<file path="src/common/ppu_pkg.sv">
package ppu_pkg;

    //////////////////////////////
    // Display timing
    //////////////////////////////
    localparam logic [15:0] H_TOTAL      = 16'd456; // Dots per line
    localparam logic [15:0] H_SYNC_START = 16'd76;
    localparam logic [15:0] H_SYNC_LEN   = 16'd4;
    localparam logic [15:0] OAM_LEN      = 16'd80;  // Mode 2 slot
    localparam logic [15:0] XFER_LEN     = 16'd176; // Mode 3 slot
    localparam logic [7:0]  V_ACTIVE     = 8'd144;
    localparam logic [7:0]  V_SYNC_START = 8'd153;  // Active plus back porch
    localparam logic [7:0]  V_TOTAL      = 8'd154;

    //////////////////////////////
    // Fetch and display
    //////////////////////////////
    localparam int TILE_STEPS  = 8;
    localparam int VISIBLE_PIX = 160;
    localparam int FIFO_DEPTH  = 16;

    localparam logic [12:0] MAP_BASE_LO  = 13'h1800;
    localparam logic [12:0] MAP_BASE_HI  = 13'h1C00;
    localparam logic [12:0] TILE_BASE_LO = 13'h0800; // tile_sel = 0
    localparam logic [12:0] TILE_BASE_HI = 13'h0000; // tile_sel = 1

    //////////////////////////////
    // CPU bus map
    //////////////////////////////
    localparam logic [15:0] ADDR_LCDC = 16'hFF40;
    localparam logic [15:0] ADDR_STAT = 16'hFF41;
    localparam logic [15:0] ADDR_SCY  = 16'hFF42;
    localparam logic [15:0] ADDR_LY   = 16'hFF44;
    localparam logic [15:0] ADDR_LYC  = 16'hFF45;
    localparam logic [15:0] ADDR_BGP  = 16'hFF47;
    localparam logic [15:0] VRAM_LO   = 16'h8000;
    localparam logic [15:0] VRAM_HI   = 16'h9FFF;
    localparam logic [7:0]  BGP_RESET = 8'hFC;

    typedef enum logic [1:0] {
        HBLANK     = 2'd0,
        VBLANK     = 2'd1,
        OAM_SEARCH = 2'd2,
        XFER       = 2'd3
    } ppu_mode_t;

    // LCDC bit 7 down to bit 0
    typedef struct packed {
        logic lcd_en;
        logic win_map;  // Read back only
        logic win_en;   // Read back only
        logic tile_sel; // 1 selects tile data at 0x0000
        logic bg_map;   // 1 selects map at 0x1C00
        logic obj_size; // Read back only
        logic obj_en;   // Read back only
        logic bg_en;
    } lcdc_t;

    typedef struct packed {
        lcdc_t      lcdc;
        logic [7:0] scy;
        logic [7:0] bgp;
    } ppu_cfg_t;

    typedef struct packed {
        logic [8:0] h_count;
        logic [7:0] v_count;
        ppu_mode_t  mode;
    } line_pos_t;

    typedef struct packed {
        logic [15:0] addr;
        logic [7:0]  wdata;
        logic        rd;
        logic        wr;
    } bus_req_t;

    typedef struct packed {
        logic       load;
        logic [7:0] data_lo;
        logic [7:0] data_hi;
    } tile_row_t;

endpackage
</file>
<file path="src/rtl/lcd_timing.sv">
`timescale 1ns/1ps

module lcd_timing
    import ppu_pkg::*;
(
    input  logic      clk,
    input  logic      rst,
    input  logic      lcd_en,
    output line_pos_t pos,
    output logic      hs,
    output logic      vs
);

    logic       run;  // Set once the first dot of line 0 is shown
    logic [8:0] h_nx;
    logic [7:0] v_nx;

    function automatic ppu_mode_t mode_of(input logic [8:0] h, input logic [7:0] v);
        if (v >= V_ACTIVE)
            return VBLANK;
        else if (h < OAM_LEN)
            return OAM_SEARCH;
        else if (h < OAM_LEN + XFER_LEN)
            return XFER;
        else
            return HBLANK;
    endfunction

    // Next dot and line
    always_comb
    begin
        h_nx = pos.h_count;
        v_nx = pos.v_count;
        if (!run)
        begin
            h_nx = '0; // Start at dot 0 of line 0
            v_nx = '0;
        end
        else if (pos.h_count == H_TOTAL - 16'd1)
        begin
            h_nx = '0;
            v_nx = (pos.v_count == V_TOTAL - 8'd1) ? 8'd0 : pos.v_count + 8'd1;
        end
        else
        begin
            h_nx = pos.h_count + 9'd1;
        end
    end

    always_ff @(posedge clk)
    begin
        if (rst || !lcd_en)
        begin
            run         <= 1'b0;
            pos.h_count <= '0;
            pos.v_count <= '0;
            pos.mode    <= VBLANK; // Reported while the LCD is off
            hs          <= 1'b0;
            vs          <= 1'b0;
        end
        else
        begin
            run         <= 1'b1;
            pos.h_count <= h_nx;
            pos.v_count <= v_nx;
            pos.mode    <= mode_of(h_nx, v_nx);
            hs          <= (h_nx >= H_SYNC_START) && (h_nx < H_SYNC_START + H_SYNC_LEN);
            vs          <= (v_nx == V_SYNC_START); // Whole last line
        end
    end

    a_h_in_range: assert property (@(posedge clk) disable iff (rst)
        pos.h_count < H_TOTAL);

endmodule

</file>
<file path="config.mk">
export PLATFORM = sky130hd
export DESIGN_NAME = lcd_timing
export DESIGN_NICKNAME = d
export VERILOG_FILES = /design/src/common/ppu_pkg.sv /design/src/rtl/lcd_timing.sv
export SDC_FILE = /design/constraint.sdc
export NUM_CORES = 1
export LEC_CHECK = 0
export BUFFER_PORTS_ARGS = -buffer_cell sky130_fd_sc_hd__buf_2
export CORE_MARGIN = 4
export CORE_UTILIZATION = 53
export CTS_CLUSTER_DIAMETER = 30
export CTS_CLUSTER_SIZE = 14
export DETAILED_ROUTE_END_ITERATION = 16
export GPL_ROUTABILITY_DRIVEN = 0
export HOLD_SLACK_MARGIN = 0.15
export PLACE_DENSITY = 0.83
export SKIP_CTS_REPAIR_TIMING = 1
export SYNTH_ARGS = -nofsm -noshare
export SYNTH_HDL_FRONTEND = slang
export SYNTH_SLANG_ARGS = --single-unit
</file>
<file path="constraint.sdc">
create_clock -name clk -period 2.9 [get_ports clk]
set_input_delay 0.29 -clock clk [delete_from_list [all_inputs] [get_ports clk]]
set_output_delay 0.29 -clock clk [all_outputs]
set_load 0.01 [all_outputs]
</file>
==> results.py <==
metrics = {
    "outcome": {
        "run_status": "finished clean",
    },
    "timing": {
        "fin_worst_skew_ns": 0.005416,
        "setup_viol": 0,
        "setup_ws_ns": 0.6585,
        "max_slew_margin_pct": 69.64,
        "fmax_mhz": 446.1,
        "finalMaxSlewViolations": 0,
        "whs_ns": 0.3020,
        "max_slew.worst_pin.slew_ns": 0.4543,
        "hold_violations": 0,
        "fin_crit_ns": 2.241,
        "grt_setup_unrepaired": "no",
        "setup_tns_ns": 0,
        "fin_crit_sh_pct": 77.29,
    },
    "final_layout": {
        "antennaDiodeCount": 0,
        "fin_nets": 169,
        "drive_above_1_share_pct": 22.22,
        "multi_input_area_um2": 718.2,
        "regArea_um2": 440.4,
        "finalNonFillerCells": 190,
        "synthToLayoutAreaGrowth_pct": 14.80,
        "nFillCells": 204,
        "final_util_pct": 63.34,
    },
    "grt": {
        "grt_pass1_vias": 1065,
        "antenna_found_initial": 0,
        "grt_max_degree": 14,
        "gr-total-overflow": 0,
        "grt_pass1_wl_um": 4540,
        "grtUsageTotal_pct": 17.59,
    },
    "logic_synthesis": {
        "synthTopCellsByArea": "dfxtp_1, nor3_1, xnor2_1",
        "synth_warnings": 0,
        "synth_largest_area_cell": "dfxtp_1",
        "synth-seq-area-share_pct": 36.44,
        "synth_seq_cells": 22,
        "ys_types": 45,
        "ys_async_sr_fraction_pct": 0,
        "synth_top_area_share_pct": 36.44,
        "synthFlopType": "dfxtp_1",
        "synth_area_mm2": 0.001209,
        "avgSynthCellArea_um2": 8.633,
        "synth_edf_count": 0,
        "synthCells": 140,
        "synth.net_count": 146,
    },
    "routing": {
        "num_vias": 1151,
        "drt_wl_total_um": 2780,
        "drt-initial-drc-count": 35,
        "viasPerCell": 6.058,
        "dr.pass1.iters": 4,
        "drc_errors": 0,
        "wl_per_cell_um": 14.63,
        "antenna_left": 0,
    },
    "power_and_ir_drop": {
        "p_per_area_mw_per_mm2": 396.6,
        "ir_drop_mv": 0.3330,
        "total_leakage_power_nw": 0.5251,
    },
    "clock_network": {
        "cts_buffer_depth": 2,
        "cts_sinks": 22,
        "insertion_delay_ns": 0.31,
        "cts_tree": "yes",
        "cts_made_buffers": 3,
        "path_clk_slew_ns": 0.12,
        "htree_levels": 1,
        "clock-root-buffer": "clkbuf_4",
    },
    "worst_hold_path": {
        "hold_path_depth": 3,
        "worstHoldEndpoint": "pos[17]",
        "hold_class": "in -> reg",
        "worstHoldStart": "lcd_en",
    },
    "floorplan": {
        "die-area_mm2": 0.003109,
        "die_h_um": 55.76,
        "core_area_mm2": 0.002191,
        "start_util_pct": 55.17,
        "die_w_um": 55.76,
        "num_rows": 17,
        "pin_count": 24,
    },
    "setup_path": {
        "cp_max_fo": 7,
        "slowest_stage": "or4b_1",
        "timing.rr.start": "pos[13]",
        "cp_num_buf_inv": 0,
        "r2r_cells": 5,
        "worstSetupPathType": "reg -> reg",
        "r2r_end": "pos[0]",
        "crit_family": "simple AND/OR/NAND/NOR gates",
        "worstPathRequired_ns": 3.11,
        "endpoint_kind": "flip-flop",
        "start_kind": "flip-flop",
        "path_cells": "or4b_1 -> nor4_1 -> mux2i_1 -> nand2_1 -> a221o_1",
        "rrSetupSlack_ns": 0.66,
        "cp.arrival_ns": 2.45,
        "slowest_delay_ns": 0.68,
    },
    "placed_design": {
        "hpwl_um": 2037,
        "dp_cells": 186,
        "dp_slack_ns": 0.7059,
        "io_buffers": 23,
    },
    "job": {
        "maxCapViolCount": 0,
    },
}
-- flip-flops by register name (all words and copies together) (netlist names) --
| signal | count |
|---|---|
| hs | 1 |
| pos | 19 |
| run | 1 |
| vs | 1 |
-- tightest hold or removal path: stages --
cell and delay, ns:
buf_2 0.07, nand2b_1 0.10, nor2_1 0.11
-- worst max path at each step --
| stage | endpoint | cells after the start | startpoint | slack, ns |
|---|---|---|---|---|
| 2_1_floorplan | pos[0] | 6 | pos[13] | 0.81 |
| 3_3_place_gp | pos[0] | 5 | pos[13] | 0.74 |
| 3_5_place_dp | pos[0] | 5 | pos[13] | 0.71 |
| 4_1_cts | pos[0] | 5 | pos[13] | 0.67 |
| 5_1_grt | vs | 6 | pos[10] | 0.51 |
| 6_report | pos[0] | 5 | pos[13] | 0.66 |
-- metrics by stage --
stage	power [mW]	area, um^2
2_1_floorplan	0.3196	1209
3_3_place_gp	0.3241	1335
3_5_place_dp	0.3243	1335
4_1_cts	0.5519	1388
5_1_grt	0.5631	1388
6_report	0.5503	1388
-- cell usage after synthesis (2+ instances only) --
master,n
o211ai_1,2
nand4_1,4
clkbuf_1,4
nand2_1,11
nand2b_1,4
mux2i_1,2
nor2_1,9
nand3_1,6
and3_1,3
and2_1,2
or3_1,2
a21oi_1,6
xor2_1,2
o21a_1,2
nor3_1,9
xnor2_1,5
nor4b_2,2
inv_1,5
a41oi_1,2
a21boi_0,2
dfxtp_1,22
o21ai_0,6
a211oi_1,4
ha_1,3
-- report_power, final --
group / total (mW) / leakage, nW / internal, mW / switching (mW)
clock network: 0.233 / 0.0279 / 0.140 / 0.0931
logic: 0.00954 / 0.319 / 0.00418 / 0.00536
registers: 0.308 / 0.178 / 0.305 / 0.00322
-- layout by cell type, fill, tap and decap left out, types with 2 or more instances in the layout --
| cell | synthesis | routed |
|---|---|---|
| and3_1 | 3 | 3 |
| mux2i_1 | 2 | 2 |
| o21a_1 | 2 | 2 |
| dfxtp_1 | 22 | 22 |
| o211ai_1 | 2 | 2 |
| nor2_1 | 9 | 9 |
| buf_2 | 1 | 23 |
| a21boi_0 | 2 | 2 |
| clkbuf_4 | 0 | 3 |
| nand4_1 | 4 | 4 |
| or3_1 | 2 | 2 |
| a21oi_1 | 6 | 6 |
| nand3_1 | 6 | 6 |
| xnor2_1 | 5 | 5 |
| nand2b_1 | 4 | 4 |
| nor3_1 | 9 | 9 |
| inv_1 | 5 | 5 |
| a211oi_1 | 4 | 4 |
| and2_1 | 2 | 2 |
| ha_1 | 3 | 3 |
| xor2_1 | 2 | 2 |
| nor4b_2 | 2 | 2 |
| o21ai_0 | 6 | 6 |
| a41oi_1 | 2 | 2 |
| nand2_1 | 11 | 11 |
-- layer usage --
metal | wire length, um | vias to the layer above | global-route usage, % | share of wire (%)
li1 | - | 560 | - | -
met2 | 1347 | 43 | 28.89 | 48
met4 | 41 | 0 | 7.986 | 1.5
met5 | 0 | - | 0 | 0
met3 | 170 | 4 | 3.016 | 6.1
met1 | 1220 | 544 | 22.36 | 44
-- final cells by class --
class	instances	share of cell area (%)
multi-input combinational	107	51.76
clock buffer	3	1.623
tap	28	2.525
sequential	22	31.74
inverter	5	1.353
clock inverter	1	2.164
timing repair buffer	24	8.837
-- cell families after synthesis --
logic type	share of synthesized area [%]
compound gates	18.53
xor+xnor	5.073
fa+ha+maj	3.106
buf+inv	4.140
flops	36.44
mux	1.656
simple gates	31.06
(Power assumes the default switching activity.)
