### config.mk
export PLATFORM = sky130hd
export DESIGN_NAME = bg_fetcher
export DESIGN_NICKNAME = d
export VERILOG_FILES = /design/src/common/ppu_pkg.sv /design/src/rtl/bg_render/bg_fetcher.sv
export SDC_FILE = /design/constraint.sdc
export NUM_CORES = 1
export LEC_CHECK = 0
export ABC_AREA = 1
export ABC_CLOCK_PERIOD_IN_PS = 4750
export BUFFER_PORTS_ARGS = -buffer_cell sky130_fd_sc_hd__clkbuf_2
export CAP_MARGIN = 40
export CELL_PAD_IN_SITES_DETAIL_PLACEMENT = 0
export CELL_PAD_IN_SITES_GLOBAL_PLACEMENT = 1
export CORE_MARGIN = 4
export CORE_UTILIZATION = 25
export CTS_CLUSTER_SIZE = 14
export DETAILED_ROUTE_END_ITERATION = 10
export PLACE_DENSITY = 0.72
export SYNTH_ARGS = -nofsm -noshare
export SYNTH_HDL_FRONTEND = slang
export SYNTH_SLANG_ARGS = --single-unit
export TNS_END_PERCENT = 20
### constraint.sdc
create_clock -name clk -period 4.75 [get_ports clk]
set_input_delay 0.95 -clock clk [delete_from_list [all_inputs] [get_ports clk]]
set_output_delay 0.95 -clock clk [all_outputs]
set_load 0.02 [all_outputs]
### src/common/ppu_pkg.sv
package ppu_pkg;

    //////////////////////////////
    // Display timing
    //////////////////////////////
    localparam logic [15:0] H_TOTAL      = 16'd456; // Dots per line
    localparam logic [15:0] H_SYNC_START = 16'd76;
    localparam logic [15:0] H_SYNC_LEN   = 16'd4;
    localparam logic [15:0] OAM_LEN      = 16'd80;  // Mode 2 slot
    localparam logic [15:0] XFER_LEN     = 16'd176; // Mode 3 slot
    localparam logic [7:0]  V_ACTIVE     = 8'd144;
    localparam logic [7:0]  V_SYNC_START = 8'd153;  // Active plus back porch
    localparam logic [7:0]  V_TOTAL      = 8'd154;

    //////////////////////////////
    // Fetch and display
    //////////////////////////////
    localparam int TILE_STEPS  = 8;
    localparam int VISIBLE_PIX = 160;
    localparam int FIFO_DEPTH  = 16;

    localparam logic [12:0] MAP_BASE_LO  = 13'h1800;
    localparam logic [12:0] MAP_BASE_HI  = 13'h1C00;
    localparam logic [12:0] TILE_BASE_LO = 13'h0800; // tile_sel = 0
    localparam logic [12:0] TILE_BASE_HI = 13'h0000; // tile_sel = 1

    //////////////////////////////
    // CPU bus map
    //////////////////////////////
    localparam logic [15:0] ADDR_LCDC = 16'hFF40;
    localparam logic [15:0] ADDR_STAT = 16'hFF41;
    localparam logic [15:0] ADDR_SCY  = 16'hFF42;
    localparam logic [15:0] ADDR_LY   = 16'hFF44;
    localparam logic [15:0] ADDR_LYC  = 16'hFF45;
    localparam logic [15:0] ADDR_BGP  = 16'hFF47;
    localparam logic [15:0] VRAM_LO   = 16'h8000;
    localparam logic [15:0] VRAM_HI   = 16'h9FFF;
    localparam logic [7:0]  BGP_RESET = 8'hFC;

    typedef enum logic [1:0] {
        HBLANK     = 2'd0,
        VBLANK     = 2'd1,
        OAM_SEARCH = 2'd2,
        XFER       = 2'd3
    } ppu_mode_t;

    // LCDC bit 7 down to bit 0
    typedef struct packed {
        logic lcd_en;
        logic win_map;  // Read back only
        logic win_en;   // Read back only
        logic tile_sel; // 1 selects tile data at 0x0000
        logic bg_map;   // 1 selects map at 0x1C00
        logic obj_size; // Read back only
        logic obj_en;   // Read back only
        logic bg_en;
    } lcdc_t;

    typedef struct packed {
        lcdc_t      lcdc;
        logic [7:0] scy;
        logic [7:0] bgp;
    } ppu_cfg_t;

    typedef struct packed {
        logic [8:0] h_count;
        logic [7:0] v_count;
        ppu_mode_t  mode;
    } line_pos_t;

    typedef struct packed {
        logic [15:0] addr;
        logic [7:0]  wdata;
        logic        rd;
        logic        wr;
    } bus_req_t;

    typedef struct packed {
        logic       load;
        logic [7:0] data_lo;
        logic [7:0] data_hi;
    } tile_row_t;

endpackage
### src/rtl/bg_render/bg_fetcher.sv
`timescale 1ns/1ps

module bg_fetcher
    import ppu_pkg::*;
(
    input  logic        clk,
    input  logic        rst,
    input  ppu_cfg_t    cfg,
    input  line_pos_t   pos,
    input  logic [7:0]  fetch_rdata,
    output logic [12:0] fetch_addr,
    output tile_row_t   row,
    output logic        shift
);

    logic [2:0]  step;    // 0..7 for fetch steps 1..8
    logic [4:0]  tile_x;
    logic [7:0]  tile_id;
    logic [7:0]  data_lo;
    logic [7:0]  data_hi;
    logic        xfer;
    logic [7:0]  bg_line; // Line within the 256-line map
    logic [12:0] map_base;
    logic [12:0] tile_base;
    logic [12:0] map_addr;
    logic [12:0] lo_addr;

    assign xfer      = (pos.mode == XFER);
    assign bg_line   = pos.v_count + cfg.scy;
    assign map_base  = cfg.lcdc.bg_map ? MAP_BASE_HI : MAP_BASE_LO;
    assign tile_base = cfg.lcdc.tile_sel ? TILE_BASE_HI : TILE_BASE_LO;
    assign map_addr  = map_base + {3'b000, bg_line[7:3], tile_x};
    assign lo_addr   = tile_base + {1'b0, tile_id, bg_line[2:0], 1'b0};

    // VRAM data arrives the step after its address
    always_comb
    begin
        case (step)
            3'd0, 3'd1: fetch_addr = map_addr;
            3'd2, 3'd3: fetch_addr = lo_addr;
            default:    fetch_addr = {lo_addr[12:1], 1'b1}; // High byte
        endcase
    end

    always_ff @(posedge clk)
    begin
        if (rst || !xfer)
        begin
            step   <= '0;
            tile_x <= '0;
        end
        else if (step == TILE_STEPS - 1)
        begin
            step   <= '0;
            tile_x <= tile_x + 5'd1;
        end
        else
        begin
            step <= step + 3'd1;
        end
    end

    always_ff @(posedge clk)
    begin
        if (xfer)
        begin
            case (step)
                3'd1:    tile_id <= fetch_rdata;
                3'd3:    data_lo <= fetch_rdata;
                3'd5:    data_hi <= fetch_rdata;
                default: ;
            endcase
        end
    end

    assign row.load    = xfer && (step == TILE_STEPS - 1);
    assign row.data_lo = data_lo;
    assign row.data_hi = data_hi;
    assign shift       = xfer; // No stalls without sprites

endmodule

==> run metrics, run 1 <==
outcome=finished, final reports clean; crit end category=primary output; Multi-input gate area=641 µm²; post-synth cell types=21; Tcrit/Tclk final=0.697; Antenna Violating Nets Remaining=0; initial DRC count=36; Synth Cell Area=1620 µm²; final setup margin=1440 ps; syn avg cell area=9.90 µm²; reg2reg setup slack=2950 ps; highest metal used=met4; die height=88.6 µm; Hold Crit Class=reg2reg; drt first pass iters=4; Post-Route Setup TNS=0 ps; Leak=1.00 nW; number of fill cells=703; Most common cell on crit path=nand2_1; PortBufs=60; layout cells sized above 1=0.318; wire per inst=11.5 µm; CP peak stage delay=410 ps; Post-Route WL=3570 µm; cell area after placement=2020 µm²; WL met2=1770 µm; FF+latch area=881 µm²; clk_lat worst skew=280 ps; Finished Cell Area=2130 µm²; detailed-route via count=1,270; CTS Sinks=32; VDD IR max=0.214 mV; syn nets=233; Slew HR=0.502; die span in x=88.6 µm; ant diodes=0; Final Net Count=301; final-report setup violation count=0; # hold bufs at CTS=0; FF+latch count, synth=32; Worst-Margin Slew=745 ps; die area=7840 µm²; Req. time, crit path=3800 ps; H-tree depth=2; Cells after Synth=164; startpoint types=input pin; Placer Congestion=0.706; grt total ovfl=0; register area share after synthesis=0.543; cell chain of the critical path=clkbuf_2, ha_1, fa_1, nand2_1, nand2_1, nand3b_1, nand2_1, nand2_1, nand3_1, nand2_1, clkbuf_2; most common cell after layout, fill and taps aside=clkbuf_2; number of max-cap violations=0; CTS tree=done; Vias/cell=4.10; clk buf depth=2; M1 WL=1520 µm; hpwl dp=2900 µm; most frequent cells in the layout=clkbuf_2, nand2_1, edfxtp_1; Final Skew=2.56 ps; DP Worst Slack=1410 ps; slowest CP cell=fa_1; crit path kind=in2out; WL met3=252 µm; DRC viols=0; worst reg2reg endpoint=tile_id[5]; CP bufs+invs=2; CP delay by family, top=adder cells; hold endpoint=tile_x[4]; critical path fanouts, max=3; FF-to-FF path depth=5; largest net degree at the start of global routing=12; worst hold stages=1; CTS clock-pin slew for the worst setup and hold paths=60 ps; antenna violations before repair=0; worst r2r src=step[1]; PD cells=305 nW/µm²; hold_sp=tile_x[4]; Tot Pwr=0.648 mW; cts bufs inserted=5; GRT Total Usage=0.0932; Slew Limit Fails=0; Peak Freq=302 MHz; number of global-route vias before repair=1,205; root buf cell=clkbuf_8; first-pass GRT wire length=5530 µm; row cnt=29; Setup Fix Bufs, Post-CTS=0; Syn. warnings=0; Finished Layout Cells=310; RSZ-0062 raised after global routing=no; DP Cell Count=302; post-layout min period=3310 ps; critical path arrival=2360 ps; Final Hold Viols=0; Layout area overhead=31.1%; cts repair resizes=0; io pins=84; initial core utilization=0.257; core box area=6310 µm²
[metrics by stage]
| step | hold WS [ps] | utilization |
|---|---|---|
| 2_1_floorplan | 422 | - |
| 3_3_place_gp | 446 | 0.319 |
| 3_5_place_dp | 445 | 0.320 |
| 4_1_cts | 460 | 0.337 |
| 5_1_grt | 495 | 0.337 |
| 6_report | 463 | 0.337 |
[cell families after synthesis]
logic type | Yosys count | share of synthesized area
and+or+nand+nor | 72 | 0.189
adders and majority gates | 16 | 0.128
DFF | 32 | 0.543
xor gates and xnor gates | 3 | 0.0162
buffers and inverters | 25 | 0.0625
AOI/OAI and AO/OA | 16 | 0.0617
[power by group]
part	leakage [nW]	switching, mW	internal [mW]
clock network	0.0552	0.0959	0.155
registers	0.281	0.000640	0.301
logic	0.668	0.0577	0.0372
total	1.00	0.154	0.494
[flip-flops by register name (all words and copies together), names as in the netlist]
name / flops
data_hi: 8
tile_id: 8
data_lo: 8
tile_x: 5
step: 3
[worst max-delay path by stage]
stage / from / end / slack (ps) / cells after the start
finish: cfg[8] / fetch_addr[8] / 1440 / 11
global route: cfg[8] / fetch_addr[8] / 1290 / 11
CTS: cfg[8] / fetch_addr[8] / 1410 / 11
detailed placement: cfg[8] / fetch_addr[8] / 1410 / 11
global placement: cfg[8] / fetch_addr[8] / 1430 / 11
floorplan: cfg[8] / fetch_addr[8] / 1710 / 9
[metal layers]
metal  vias up  global-route usage
li1        674                   -
met1       555               0.105
met2        35               0.166
met3         6              0.0326
met4         0              0.0288
met5         -                   0
[cell usage after synthesis]
cell type | n | area share
a21oi_1 | 6 | 0.019
a22o_1 | 2 | 0.011
buf_6 | 1 | 0.0069
dfxtp_1 | 8 | 0.099
edfxtp_1 | 24 | 0.44
fa_1 | 1 | 0.012
ha_1 | 15 | 0.12
inv_1 | 21 | 0.049
inv_2 | 3 | 0.0069
nand2_1 | 41 | 0.095
nand3_1 | 10 | 0.031
nand3b_1 | 3 | 0.014
nor2_1 | 12 | 0.028
nor2_2 | 1 | 0.0039
nor3_1 | 2 | 0.0062
o21ai_0 | 6 | 0.019
o21ai_4 | 1 | 0.010
o22ai_1 | 1 | 0.0039
or2_1 | 3 | 0.012
xnor2_1 | 1 | 0.0054
xor2_1 | 2 | 0.011
[area by class of cell]
| type | instances | area share |
|---|---|---|
| clock buffer | 6 | 0.0341 |
| timing repair buffer | 62 | 0.147 |
| clock inverter | 2 | 0.0165 |
| inverter | 24 | 0.0423 |
| tap | 77 | 0.0453 |
| sequential | 32 | 0.414 |
| multi-input combinational | 107 | 0.301 |
[worst reg2reg max path, cell delays in order (launching register included)]
cell     delay [ps]
dfxtp_1         330
inv_1            80
ha_1            210
inv_1            70
nor3_1          530
buf_2           290
No activity file was read; power rests on OpenSTA's default activity.
==> inputs of run 2 (changes only) <==
--- a/config.mk
+++ b/config.mk
@@ -6,7 +6,7 @@
 export NUM_CORES = 1
 export LEC_CHECK = 0
 export ABC_AREA = 1
-export ABC_CLOCK_PERIOD_IN_PS = 4750
+export ABC_CLOCK_PERIOD_IN_PS = 2800
 export BUFFER_PORTS_ARGS = -buffer_cell sky130_fd_sc_hd__clkbuf_2
 export CAP_MARGIN = 40
 export CELL_PAD_IN_SITES_DETAIL_PLACEMENT = 0
@@ -15,7 +15,7 @@
 export CORE_UTILIZATION = 25
 export CTS_CLUSTER_SIZE = 14
 export DETAILED_ROUTE_END_ITERATION = 10
-export PLACE_DENSITY = 0.72
+export PLACE_DENSITY = 0.74
 export SYNTH_ARGS = -nofsm -noshare
 export SYNTH_HDL_FRONTEND = slang
 export SYNTH_SLANG_ARGS = --single-unit
==> constraint.sdc (replaced) <==
create_clock -name clk -period 2.8 [get_ports clk]
set_input_delay 0.56 -clock clk [delete_from_list [all_inputs] [get_ports clk]]
set_output_delay 0.56 -clock clk [all_outputs]
set_load 0.02 [all_outputs]
==> run metrics, run 2 (synthesized netlist as in run 1, its figures left out) <==
DRC viols=0; most common cell after layout, fill and taps aside=clkbuf_2; DP Cell Count=302; DP Worst Slack=244 ps; clk_lat worst skew=270 ps; Setup Fix Bufs, Post-CTS=0; number of max-cap violations=0; FF-to-FF path depth=4; Req. time, crit path=2240 ps; startpoint types=input pin; Final Net Count=301; die height=88.6 µm; detailed-route via count=1,267; Final Skew=4.25 ps; reg2reg setup slack=1070 ps; worst reg2reg endpoint=data_lo[7]; CTS Sinks=32; Finished Layout Cells=309; cts repair resizes=0; Final Util=0.333; RSZ-0062 raised after global routing=no; GRT Total Usage=0.0937; clk buf depth=2; initial core utilization=0.257; crit end category=primary output; hold_sp=tile_x[4]; layout cells sized above 1=0.315; crit path kind=in2out; Post-Route Setup TNS=0 ps; worst hold stages=1; io pins=84; Leak=0.990 nW; Peak Freq=396 MHz; initial DRC count=26; worst r2r src=step[0]; cell area after placement=2020 µm²; Post-Route WL=3470 µm; Slew Limit Fails=0; largest net degree at the start of global routing=12; PortBufs=60; slowest CP cell=fa_1; Final Hold Viols=0; PD cells=473 nW/µm²; Tot Pwr=0.993 mW; die area=7840 µm²; Layout area overhead=29.5%; Placer Congestion=0.734; CTS tree=done; hpwl dp=2830 µm; hold endpoint=tile_x[4]; Most common cell on crit path=nand2_1; most frequent cells in the layout=clkbuf_2, nand2_1, edfxtp_1; drt first pass iters=4; Largest regs=data_hi (8), data_lo (8), tile_id (8); critical path fanouts, max=3; Fin Hold WS=453 ps; grt total ovfl=0; Antenna Violating Nets Remaining=0; H-tree depth=2; first-pass GRT wire length=5530 µm; wire per inst=11.2 µm; outcome=finished, final reports clean; antenna violations before repair=0; cts bufs inserted=5; CTS clock-pin slew for the worst setup and hold paths=60 ps; die span in x=88.6 µm; Tcrit/Tclk final=0.903; Finished Cell Area=2100 µm²; root buf cell=clkbuf_8; row cnt=29; VDD IR max=0.390 mV; critical path arrival=1970 ps; CP peak stage delay=400 ps; post-layout min period=2530 ps; CP delay by family, top=adder cells; CP bufs+invs=2; core box area=6310 µm²; cell chain of the critical path=clkbuf_2, ha_1, fa_1, nand2_1, nand2_1, nand3b_1, nand2_1, nand2_1, nand3_1, nand2_1, clkbuf_2; number of global-route vias before repair=1,195; CP startpoint=cfg[8]; # hold bufs at CTS=0; Worst-Margin Slew=777 ps; final-report setup violation count=0; ant diodes=0; Hold Crit Class=reg2reg; Slew HR=0.480; final setup margin=272 ps; Vias/cell=4.10
## run 2: cell types whose count changed in the layout (fill, tap and decap cells not counted)
cell       previous run  this run
buf_2                 1         0
bufinv_16             1         0
buf_4                 1         2
## run 2: report_power, final
| part | switching (mW) | internal, mW |
|---|---|---|
| clock | 0.151 | 0.169 |
| combinational | 0.0980 | 0.0633 |
| sequential | 0.00105 | 0.511 |
| total | 0.250 | 0.743 |
## run 2: worst max-delay path by stage
stage                     slack [ps]            end  cells after the start
after detailed placement         240  fetch_addr[8]                     11
after floorplan                  540  fetch_addr[8]                      9
final                            270  fetch_addr[8]                     11
after global routing              80  fetch_addr[8]                     11
after CTS                        240  fetch_addr[8]                     11
after global placement           250  fetch_addr[8]                     11
## run 2: layer usage
layer / up-vias / routed length [µm] / global-route usage / share of wire
li1: 673 / - / - / -
met1: 555 / 1500 / 0.112 / 0.43
met2: 35 / 1680 / 0.161 / 0.49
met3: 4 / 253 / 0.0261 / 0.073
met4: 0 / 34 / 0.0330 / 0.0098
met5: - / 0 / 0 / 0
## run 2: worst register-to-register path: stages (launching register included)
cell and delay, ps:
dfxtp_1 380, ha_1 190, ha_1 140, inv_1 50, nor2_1 600
## run 2: cell type report
type	instances	area, µm²
Clock inverter	1	5.00
Tap cell	77	96.3
Inverter	24	90.1
Fill cell	686	4210
Clock buffer	6	72.6
Multi-Input combinational cell	107	641
Timing Repair Buffer	62	315
Sequential cell	32	881
