File: src/common/ppu_pkg.sv
package ppu_pkg;

    //////////////////////////////
    // Display timing
    //////////////////////////////
    localparam logic [15:0] H_TOTAL      = 16'd456; // Dots per line
    localparam logic [15:0] H_SYNC_START = 16'd76;
    localparam logic [15:0] H_SYNC_LEN   = 16'd4;
    localparam logic [15:0] OAM_LEN      = 16'd80;  // Mode 2 slot
    localparam logic [15:0] XFER_LEN     = 16'd176; // Mode 3 slot
    localparam logic [7:0]  V_ACTIVE     = 8'd144;
    localparam logic [7:0]  V_SYNC_START = 8'd153;  // Active plus back porch
    localparam logic [7:0]  V_TOTAL      = 8'd154;

    //////////////////////////////
    // Fetch and display
    //////////////////////////////
    localparam int TILE_STEPS  = 8;
    localparam int VISIBLE_PIX = 160;
    localparam int FIFO_DEPTH  = 16;

    localparam logic [12:0] MAP_BASE_LO  = 13'h1800;
    localparam logic [12:0] MAP_BASE_HI  = 13'h1C00;
    localparam logic [12:0] TILE_BASE_LO = 13'h0800; // tile_sel = 0
    localparam logic [12:0] TILE_BASE_HI = 13'h0000; // tile_sel = 1

    //////////////////////////////
    // CPU bus map
    //////////////////////////////
    localparam logic [15:0] ADDR_LCDC = 16'hFF40;
    localparam logic [15:0] ADDR_STAT = 16'hFF41;
    localparam logic [15:0] ADDR_SCY  = 16'hFF42;
    localparam logic [15:0] ADDR_LY   = 16'hFF44;
    localparam logic [15:0] ADDR_LYC  = 16'hFF45;
    localparam logic [15:0] ADDR_BGP  = 16'hFF47;
    localparam logic [15:0] VRAM_LO   = 16'h8000;
    localparam logic [15:0] VRAM_HI   = 16'h9FFF;
    localparam logic [7:0]  BGP_RESET = 8'hFC;

    typedef enum logic [1:0] {
        HBLANK     = 2'd0,
        VBLANK     = 2'd1,
        OAM_SEARCH = 2'd2,
        XFER       = 2'd3
    } ppu_mode_t;

    // LCDC bit 7 down to bit 0
    typedef struct packed {
        logic lcd_en;
        logic win_map;  // Read back only
        logic win_en;   // Read back only
        logic tile_sel; // 1 selects tile data at 0x0000
        logic bg_map;   // 1 selects map at 0x1C00
        logic obj_size; // Read back only
        logic obj_en;   // Read back only
        logic bg_en;
    } lcdc_t;

    typedef struct packed {
        lcdc_t      lcdc;
        logic [7:0] scy;
        logic [7:0] bgp;
    } ppu_cfg_t;

    typedef struct packed {
        logic [8:0] h_count;
        logic [7:0] v_count;
        ppu_mode_t  mode;
    } line_pos_t;

    typedef struct packed {
        logic [15:0] addr;
        logic [7:0]  wdata;
        logic        rd;
        logic        wr;
    } bus_req_t;

    typedef struct packed {
        logic       load;
        logic [7:0] data_lo;
        logic [7:0] data_hi;
    } tile_row_t;

endpackage
File: src/rtl/ppu_regs.sv
`timescale 1ns/1ps

module ppu_regs
    import ppu_pkg::*;
(
    input  logic        clk,
    input  logic        rst,
    input  bus_req_t    bus,
    input  line_pos_t   pos,
    input  logic [7:0]  vram_rdata,
    input  logic        int_vblank_ack,
    input  logic        int_lcdc_ack,
    output ppu_cfg_t    cfg,
    output logic        vram_we,
    output logic        vram_re,
    output logic [12:0] vram_offset,
    output logic [7:0]  d_rd,
    output logic        int_vblank_req,
    output logic        int_lcdc_req
);

    lcdc_t      lcdc;
    logic [7:3] stat_ie;   // STAT interrupt selects, bit 7 only stored
    logic [7:0] scy;
    logic [7:0] lyc;
    logic [7:0] bgp;
    logic [7:0] ly;
    logic       coin;      // STAT bit 2
    ppu_mode_t  stat_mode; // STAT bits 1..0
    logic [7:0] rd_data_q;
    logic       rd_vram_q;
    logic       in_vram;
    logic       coin_next;
    logic       vblank_set;
    logic       lcdc_set;

    assign in_vram     = (bus.addr >= VRAM_LO) && (bus.addr <= VRAM_HI);
    assign vram_we     = bus.wr && in_vram;
    assign vram_re     = bus.rd && in_vram;
    assign vram_offset = bus.addr[12:0];

    assign cfg = '{lcdc: lcdc, scy: scy, bgp: bgp};

    //////////////////////////////
    // Register writes
    //////////////////////////////
    always_ff @(posedge clk)
    begin
        if (rst)
        begin
            lcdc    <= '0;
            stat_ie <= '0;
            scy     <= '0;
            lyc     <= '0;
            bgp     <= BGP_RESET;
        end
        else if (bus.wr)
        begin
            case (bus.addr)
                ADDR_LCDC: lcdc    <= lcdc_t'(bus.wdata);
                ADDR_STAT: stat_ie <= bus.wdata[7:3]; // Low bits are status
                ADDR_SCY:  scy     <= bus.wdata;
                ADDR_LYC:  lyc     <= bus.wdata;
                ADDR_BGP:  bgp     <= bus.wdata;
                default:   ;
            endcase
        end
    end

    //////////////////////////////
    // Bus reads
    //////////////////////////////
    always_ff @(posedge clk)
    begin
        if (rst)
            rd_vram_q <= 1'b0;
        else if (bus.rd)
            rd_vram_q <= in_vram;
    end

    always_ff @(posedge clk)
    begin
        if (bus.rd)
        begin
            case (bus.addr)
                ADDR_LCDC: rd_data_q <= lcdc;
                ADDR_STAT: rd_data_q <= {stat_ie, coin, stat_mode};
                ADDR_SCY:  rd_data_q <= scy;
                ADDR_LY:   rd_data_q <= ly;
                ADDR_LYC:  rd_data_q <= lyc;
                ADDR_BGP:  rd_data_q <= bgp;
                default:   rd_data_q <= 8'hFF;
            endcase
        end
    end

    // VRAM holds its own read data until the next VRAM read
    assign d_rd = rd_vram_q ? vram_rdata : rd_data_q;

    //////////////////////////////
    // LY, STAT and interrupts
    //////////////////////////////
    assign coin_next  = (pos.v_count == lyc);
    assign vblank_set = (pos.mode == VBLANK) && (stat_mode != VBLANK);
    assign lcdc_set   = (stat_ie[6] && coin_next && !coin)
                     || (stat_ie[5] && pos.mode == OAM_SEARCH && stat_mode != OAM_SEARCH)
                     || (stat_ie[4] && vblank_set)
                     || (stat_ie[3] && pos.mode == HBLANK && stat_mode != HBLANK);

    always_ff @(posedge clk)
    begin
        if (rst)
        begin
            ly             <= '0;
            coin           <= 1'b0;
            stat_mode      <= VBLANK;
            int_vblank_req <= 1'b0;
            int_lcdc_req   <= 1'b0;
        end
        else
        begin
            ly        <= pos.v_count; // One cycle behind the counters
            coin      <= coin_next;
            stat_mode <= pos.mode;
            if (vblank_set)
                int_vblank_req <= 1'b1;
            if (lcdc_set)
                int_lcdc_req <= 1'b1;
            if (int_vblank_ack)
                int_vblank_req <= 1'b0; // Ack wins
            if (int_lcdc_ack)
                int_lcdc_req <= 1'b0;
        end
    end

    // An acknowledged request is low in the next cycle, even with a new set pending
    a_vblank_ack_wins: assert property (@(posedge clk) disable iff (rst)
        int_vblank_ack |=> !int_vblank_req);
    a_lcdc_ack_wins: assert property (@(posedge clk) disable iff (rst)
        int_lcdc_ack |=> !int_lcdc_req);

endmodule

File: config.mk
export PLATFORM = sky130hd
export DESIGN_NAME = ppu_regs
export DESIGN_NICKNAME = d
export VERILOG_FILES = /design/src/common/ppu_pkg.sv /design/src/rtl/ppu_regs.sv
export SDC_FILE = /design/constraint.sdc
export NUM_CORES = 1
export LEC_CHECK = 0
export ABC_AREA = 1
export ABC_CLOCK_PERIOD_IN_PS = 3500
export BUFFER_PORTS_ARGS = -buffer_cell sky130_fd_sc_hd__buf_2
export CAP_MARGIN = 25
export CORE_UTILIZATION = 30
export CTS_BUF_LIST = sky130_fd_sc_hd__clkbuf_8
export DETAILED_ROUTE_END_ITERATION = 8
export PLACE_DENSITY_LB_ADDON = 0.3
export SLEW_MARGIN = 20
export SYNTH_ARGS = -nofsm -noshare
export SYNTH_HDL_FRONTEND = slang
export SYNTH_SLANG_ARGS = --single-unit
File: constraint.sdc
create_clock -name clk -period 3.5 [get_ports clk]
set_input_delay 0.35 -clock clk [delete_from_list [all_inputs] [get_ports clk]]
set_output_delay 0.35 -clock clk [all_outputs]
set_load 0.01 [all_outputs]
==> results of run 1 <==
[power breakdown]
part | leakage [nW] | internal (mW) | switching (mW) | total (mW)
combinational | 1.10 | 0.0453 | 0.0707 | 0.116
sequential | 0.495 | 0.697 | 0.00477 | 0.702
clock | 0.103 | 0.341 | 0.270 | 0.611
[metrics by stage]
stage          utilization [%]  cell area, sq um  worst slack (ns)
2_1_floorplan                -              3050              2.03
3_3_place_gp              36.1              3540              1.61
3_5_place_dp              36.1              3540              1.57
4_1_cts                   38.1              3740              1.74
5_1_grt                   38.1              3740              1.69
6_report                  38.1              3740              1.76
[layout by cell type, fill, tap and decap left out, types with 2 or more instances in the layout]
cell / count
clkbuf_8: 10
nand2_1: 145
nand3_2: 4
nor2_1: 41
clkinv_2: 4
buf_2: 96
a21oi_1: 31
edfxtp_1: 8
mux2_2: 8
or2_2: 2
dfxtp_1: 51
nor2_4: 3
nand4_1: 4
inv_1: 41
nand3_1: 53
o21ai_0: 5
nor2_2: 6
nand2_4: 2
[state kept, by name (all words and copies together), names as in the netlist]
| signal | flops |
|---|---|
| scy | 8 |
| int_vblank_req | 1 |
| coin | 1 |
| bgp | 8 |
| cfg | 8 |
| rd_data_q | 8 |
| lyc | 8 |
| int_lcdc_req | 1 |
| rd_vram_q | 1 |
| stat_mode | 2 |
| ly | 8 |
| stat_ie | 5 |
[routing by layer]
| metal | vias to the layer above | track usage (%) | routed length [um] |
|---|---|---|---|
| li1 | 1540 | - | - |
| met1 | 1376 | 20.5 | 3680 |
| met2 | 115 | 29.2 | 4100 |
| met3 | 12 | 5.42 | 700 |
| met4 | 0 | 5.09 | 136 |
| met5 | - | 0 | 0 |
[cells by family (layout without fill, tap and decap cells)]
| logic type | Yosys count | in the layout | synth area share, % |
|---|---|---|---|
| mux | 8 | 8 | 2.95 |
| xor+xnor | 1 | 1 | 0.287 |
| compound gates | 37 | 37 | 6.11 |
| flops | 59 | 59 | 41.4 |
| simple gates | 264 | 264 | 38.7 |
| buf+inv | 68 | 156 | 10.6 |
[worst reg2reg max path, cell delays in order, from the launching register on]
cell,delay (ns)
dfxtp_1,0.39
inv_1,0.06
nand2_1,0.05
nand4_1,0.12
nor2_1,0.21
nand3_1,0.13
a21oi_1,0.13
[synth_stat cells]
cell and n:
xnor2_1 1, buf_6 2, o21ai_0 5, nor2_2 6, edfxtp_1 8, or2_2 2, nor2_1 41, nor3_1 1
inv_1 40, a21oi_1 31, clkinv_2 1, nor3_4 1, nand3_1 53, inv_2 1, nand4_1 4, a31oi_1 1
dfxtp_1 51, nand2_4 2, buf_4 13, clkbuf_1 8, nor2_4 3, mux2_2 8, nand3_4 1, nand2_2 1
nand2_1 145, buf_2 2, nand3_2 4, clkinv_1 1
[cell type report]
type                    instances  area (sq um)  area share [%]
flip-flops and latches         59          1260            33.7
inverters                      43           163            4.35
clock inverters                 6          56.3            1.51
repair buffers                 97           488            13.1
well taps                     133           166            4.45
multi-input cells             310          1470            39.2
clock buffers                  10           138            3.68
[worst paths after layout]
path	depth (start not counted)	slack, ns	end	from
setup / recovery	2	1.76	d_rd[0]	rd_vram_q
hold / removal	2	0.16	int_vblank_req	int_vblank_ack
setup reg to reg	6	2.34	int_lcdc_req	lyc[1]
hold reg to reg	2	0.47	stat_ie[7]	stat_ie[7]
==> impl_metrics.tcl, run 1 <==
set metrics [dict create \
    cp_max_fo 9 \
    antenna_found_initial 0 \
    area_growth_pct 22.6 \
    detail-route-antenna-nets 0 \
    tritoncts "yes" \
    gp_congestion 0.851 \
    cp-start-kind "register" \
    relSlewSlack_pct 61.4 \
    drive_above_1_share_pct 27.0 \
    numCtsBuffers 9 \
    crit_family "flip-flops" \
    finalSetupViolCount 0 \
    syn-num-nets 494 \
    seq_area_frac_synth_pct 41.4 \
    clock_skew_ns 0.00798 \
    viasPerCell 4.62 \
    path_cells "mux2_2, buf_2" \
    tightest_slew_ns 0.579 \
    clock_path_buffers 2 \
    crit_required_ns 3.15 \
    p_leak_nw 1.70 \
    rsz0062_at_grt "false" \
    drcViolationCount 0 \
    critPathSlowestCell "dfxtp_1" \
    yosysWarnings 0 \
    fillers 1092 \
    power.density_nw_per_um2 382 \
    core_area_sq_um 9820 \
    cpPeakStageDelay_ns 0.52 \
    h-tree-depth 3 \
    holdBufCountCts 0 \
    status "complete, no violations" \
    final-hold-violation-count 0 \
    grt_pass1_wl_um 13400 \
    cts.clk_slew.worst_paths_ns 0.06 \
    syn_avg_cell_area_sq_um 6.98 \
    tns_ns 0 \
    worstSetupPathType "reg -> out" \
    synth_top_area_share_pct 33.5 \
    fin_hold_ws_ns 0.163 \
    dp_hpwl_um 6550 \
    drtIter0Drc 154 \
    post_cts_resized 0 \
    dp_cells 642 \
    numPortBuffers 96 \
    vdd_drop_max_v 0.000221 \
    power_mw 1.43 \
    arrival_ns 1.39 \
    yosysTopAreaCell "dfxtp_1" \
    antenna_cells 0 \
    cp.buffers_inverters 1 \
    fmax_ghz 0.576 \
    overflow 0 \
    grt_use_total_pct 17.1 \
    ys_ff_latch 59 \
    drt-total-wl_um 8610 \
    grt_max_degree 44 \
    nNetsFinal 577 \
    via_count 3043 \
    drv_cap 0 \
    netlist_instances 437 \
    fin_crit_sh_pct 49.6 \
    die_h_um 103 \
    cts_sinks 59 \
    io_pins 106 \
    end_kind "output pin" \
    post_cts_buffers 0 \
    min_period_ns 1.74 \
    cts_root_buffer "clkbuf_8" \
    worstSkewPairLatency_ns 0.35 \
    rows 36 \
    worstHoldPathType "in -> reg" \
    stdcell_count 658 \
    post_synth_instance_area_sq_um 3050 \
    first_pass_iters 4 \
    synth_area_leaders "dfxtp_1, nand2_1, nand3_1" \
    die_w_um 103 \
    drt-wirelength-per-cell_um 13.1 \
    die_area_sq_um 10600 \
    initial_core_util_pct 31.1 \
    synth_cell_types 28 \
    first_global_vias 2836 \
    slew_violations 0 \
]
No activity file was read; power rests on OpenSTA's default activity.
==> run 2: changes to the inputs <==
--- a/config.mk
+++ b/config.mk
@@ -5,8 +5,8 @@
 export SDC_FILE = /design/constraint.sdc
 export NUM_CORES = 1
 export LEC_CHECK = 0
-export ABC_AREA = 1
-export ABC_CLOCK_PERIOD_IN_PS = 3500
+export ABC_AREA = 0
+export ABC_CLOCK_PERIOD_IN_PS = 1600
 export BUFFER_PORTS_ARGS = -buffer_cell sky130_fd_sc_hd__buf_2
 export CAP_MARGIN = 25
 export CORE_UTILIZATION = 30
==> constraint.sdc (replaced) <==
create_clock -name clk -period 1.6 [get_ports clk]
set_input_delay 0.16 -clock clk [delete_from_list [all_inputs] [get_ports clk]]
set_output_delay 0.16 -clock clk [all_outputs]
set_load 0.01 [all_outputs]
==> run 2 against run 1 <==
  * Critical path type is now in -> reg
  * Flip-flop and latch count unchanged
  * Design area up 6.4%
  * Global-route usage is 0.65 points lower
  * Wire length down 4.4%
  * Via count down 14%
  * Synthesized cell count down 30%
==> impl_metrics.tcl, run 2 <==
set metrics [dict create \
    status "complete, no violations" \
    use_met3_pct 3.97 \
    swShare_pct 23.8 \
    seq_power_share_pct 49.2 \
    top_usage_layer "met2" \
    use_met2_pct 27.4 \
    antenna_cells 0 \
    die_h_um 102 \
    crit_required_ns 1.81 \
    post_synth_instance_area_sq_um 3020 \
    use_met1_pct 21.0 \
    rsz0062_at_grt "false" \
    p_switching_uw 738 \
    synth_fa_ha_area_share_pct 0 \
    worstSkewPairLatency_ns 0.34 \
    ys_ff_latch 59 \
    power.density_nw_per_um2 781 \
    p_leak_nw 1.75 \
    yosysTopAreaCell "dfxtp_1" \
    drt-wirelength-per-cell_um 14.9 \
    drt-total-wl_um 8230 \
    intPower_mw 2.37 \
    syn_avg_cell_area_sq_um 9.93 \
    postPlaceCellArea_sq_um 3770 \
    fin_hold_ws_ns 0.0540 \
    clock_skew_ns 0.00833 \
    min_period_ns 1.49 \
    detail-route-antenna-nets 0 \
    stdcell_area_sq_um 3980 \
    worstSetupPathType "in -> reg" \
    dp_hpwl_um 6250 \
    synth_top_area_share_pct 33.8 \
    io_pins 106 \
    area_growth_pct 31.7 \
    grt_use_total_pct 16.5 \
    final-hold-violation-count 0 \
    drcViolationCount 0 \
    via_count 2630 \
    async_flop_share_pct 0 \
    synthSimpleGateAreaFrac_pct 24.2 \
    synth-xor-area-share_pct 2.90 \
    first_global_vias 2566 \
    yosysWarnings 0 \
    core_area_sq_um 9770 \
    tightest_slew_ns 0.396 \
    initial_core_util_pct 30.9 \
    power_frac_clock_pct 40.2 \
    muxShareOfSynthArea_pct 15.9 \
    grt_max_degree 46 \
    ff2ff_path_depth 4 \
    antenna_found_initial 0 \
    first_pass_iters 4 \
    cp_max_fo 8 \
    die_area_sq_um 10500 \
    synth_cell_types 41 \
    arrival_ns 1.70 \
    fmax_ghz 0.672 \
    fin_crit_sh_pct 93.0 \
    netlist_instances 304 \
    post_cts_buffers 0 \
    h-tree-depth 3 \
    drive_above_1_share_pct 39.5 \
    relSlewSlack_pct 73.4 \
    clock_path_buffers 2 \
    seq_area_frac_synth_pct 41.8 \
    final_common_cell "buf_2" \
    cts_root_buffer "clkbuf_8" \
    drv_cap 0 \
    overflow 0 \
    syn-num-nets 361 \
    fillers 1019 \
    mostFrequentLayoutCells "buf_2, dfxtp_1, nand2b_1" \
    die_w_um 102 \
    cts_sinks 59 \
    nNetsFinal 472 \
    ys.flop_type "dfxtp_1" \
    viasPerCell 4.76 \
    synth_area_leaders "dfxtp_1, mux2i_1, edfxtp_1" \
    numPortBuffers 96 \
    cp-start-kind "input port" \
    worstHoldPathType "in -> reg" \
    synth_edf_count 8 \
    r2r-start "lyc[0]" \
    hp-start "pos[0]" \
    share_comb_of_total_power_pct 10.6 \
    grt_pass1_wl_um 12900 \
    startpoint "bus[15]" \
    synth_most_common_cell "dfxtp_1" \
    holdPathStages 2 \
    tritoncts "yes" \
    vdd_drop_max_v 0.000296 \
    synth_compound_area_share_pct 9.03 \
    rows 36 \
    cts.clk_slew.worst_paths_ns 0.06 \
    numCtsBuffers 9 \
    slew_violations 0 \
    end_kind "register" \
    gp_congestion 0.849 \
    synthTopCellsByCount "dfxtp_1, nand2b_1, mux2i_1" \
    finalSetupViolCount 0 \
    drtIter0Drc 95 \
    synth_top_family_by_area "simple AND/OR/NAND/NOR gates" \
]
[run 2: power by group through the flow]
stage	logic [mW]	registers [mW]	clock network (mW)
floorplan	0.171	1.55	0
global placement	0.322	1.56	0
detailed placement	0.327	1.56	0
CTS	0.331	1.53	1.28
global route	0.360	1.53	1.35
finish	0.330	1.53	1.25
[run 2: area by class of cell]
type / instances / area (sq um) / area share [%]
clock buffer: 9 / 124 / 3.12
multi-input combinational: 211 / 1590 / 39.9
tap: 133 / 166 / 4.19
inverter: 4 / 15.0 / 0.378
sequential: 59 / 1260 / 31.8
clock inverter: 7 / 53.8 / 1.35
timing repair buffer: 130 / 766 / 19.3
[run 2: worst paths after layout]
| check | end | slack (ns) |
|---|---|---|
| hold / removal | stat_mode[0] | 0.05 |
| hold reg to reg | int_vblank_req | 0.49 |
| setup / recovery | lyc[6] | 0.11 |
| setup reg to reg | int_lcdc_req | 0.19 |
[run 2: metal layers]
layer	vias up	part of all wire, %
li1	1299	-
met1	1247	47
met2	75	47
met3	9	5.0
met4	0	1.1
met5	-	0
[run 2: what timing repair did]
| item | in CTS | in global routing |
|---|---|---|
| endpoints found under the hold margin | 2 | 0 |
| endpoints found under the setup margin | 0 | 9 |
| hold buffers | 2 | 0 |
| resized for setup | 0 | 2 |
[run 2: worst max-delay path: stages]
cell and delay (ns):
buf_2 0.11, or4b_4 0.58, or4_1 0.51, buf_4 0.20, mux2i_1 0.13
[run 2: logic make-up (layout without fill, tap and decap cells)]
kind of cell,Yosys count,after routing
buffers and inverters,34,150
muxes,46,46
DFF,59,59
xor gates and xnor gates,10,10
and+or+nand+nor,116,116
AOI/OAI and AO/OA,39,39
[run 2: metrics by stage]
stage	setup slack [ns]	power, mW	TNS, ns	instances	util [%]
CTS	0.0118	3.13	0	553	40.6
finish	0.112	3.10	0	553	40.7
global route	0.0496	3.24	0	553	40.7
global placement	-0.222	1.88	-3.03	535	38.6
detailed placement	-0.229	1.89	-3.13	535	38.6
floorplan	-0.139	1.72	-1.46	304	-
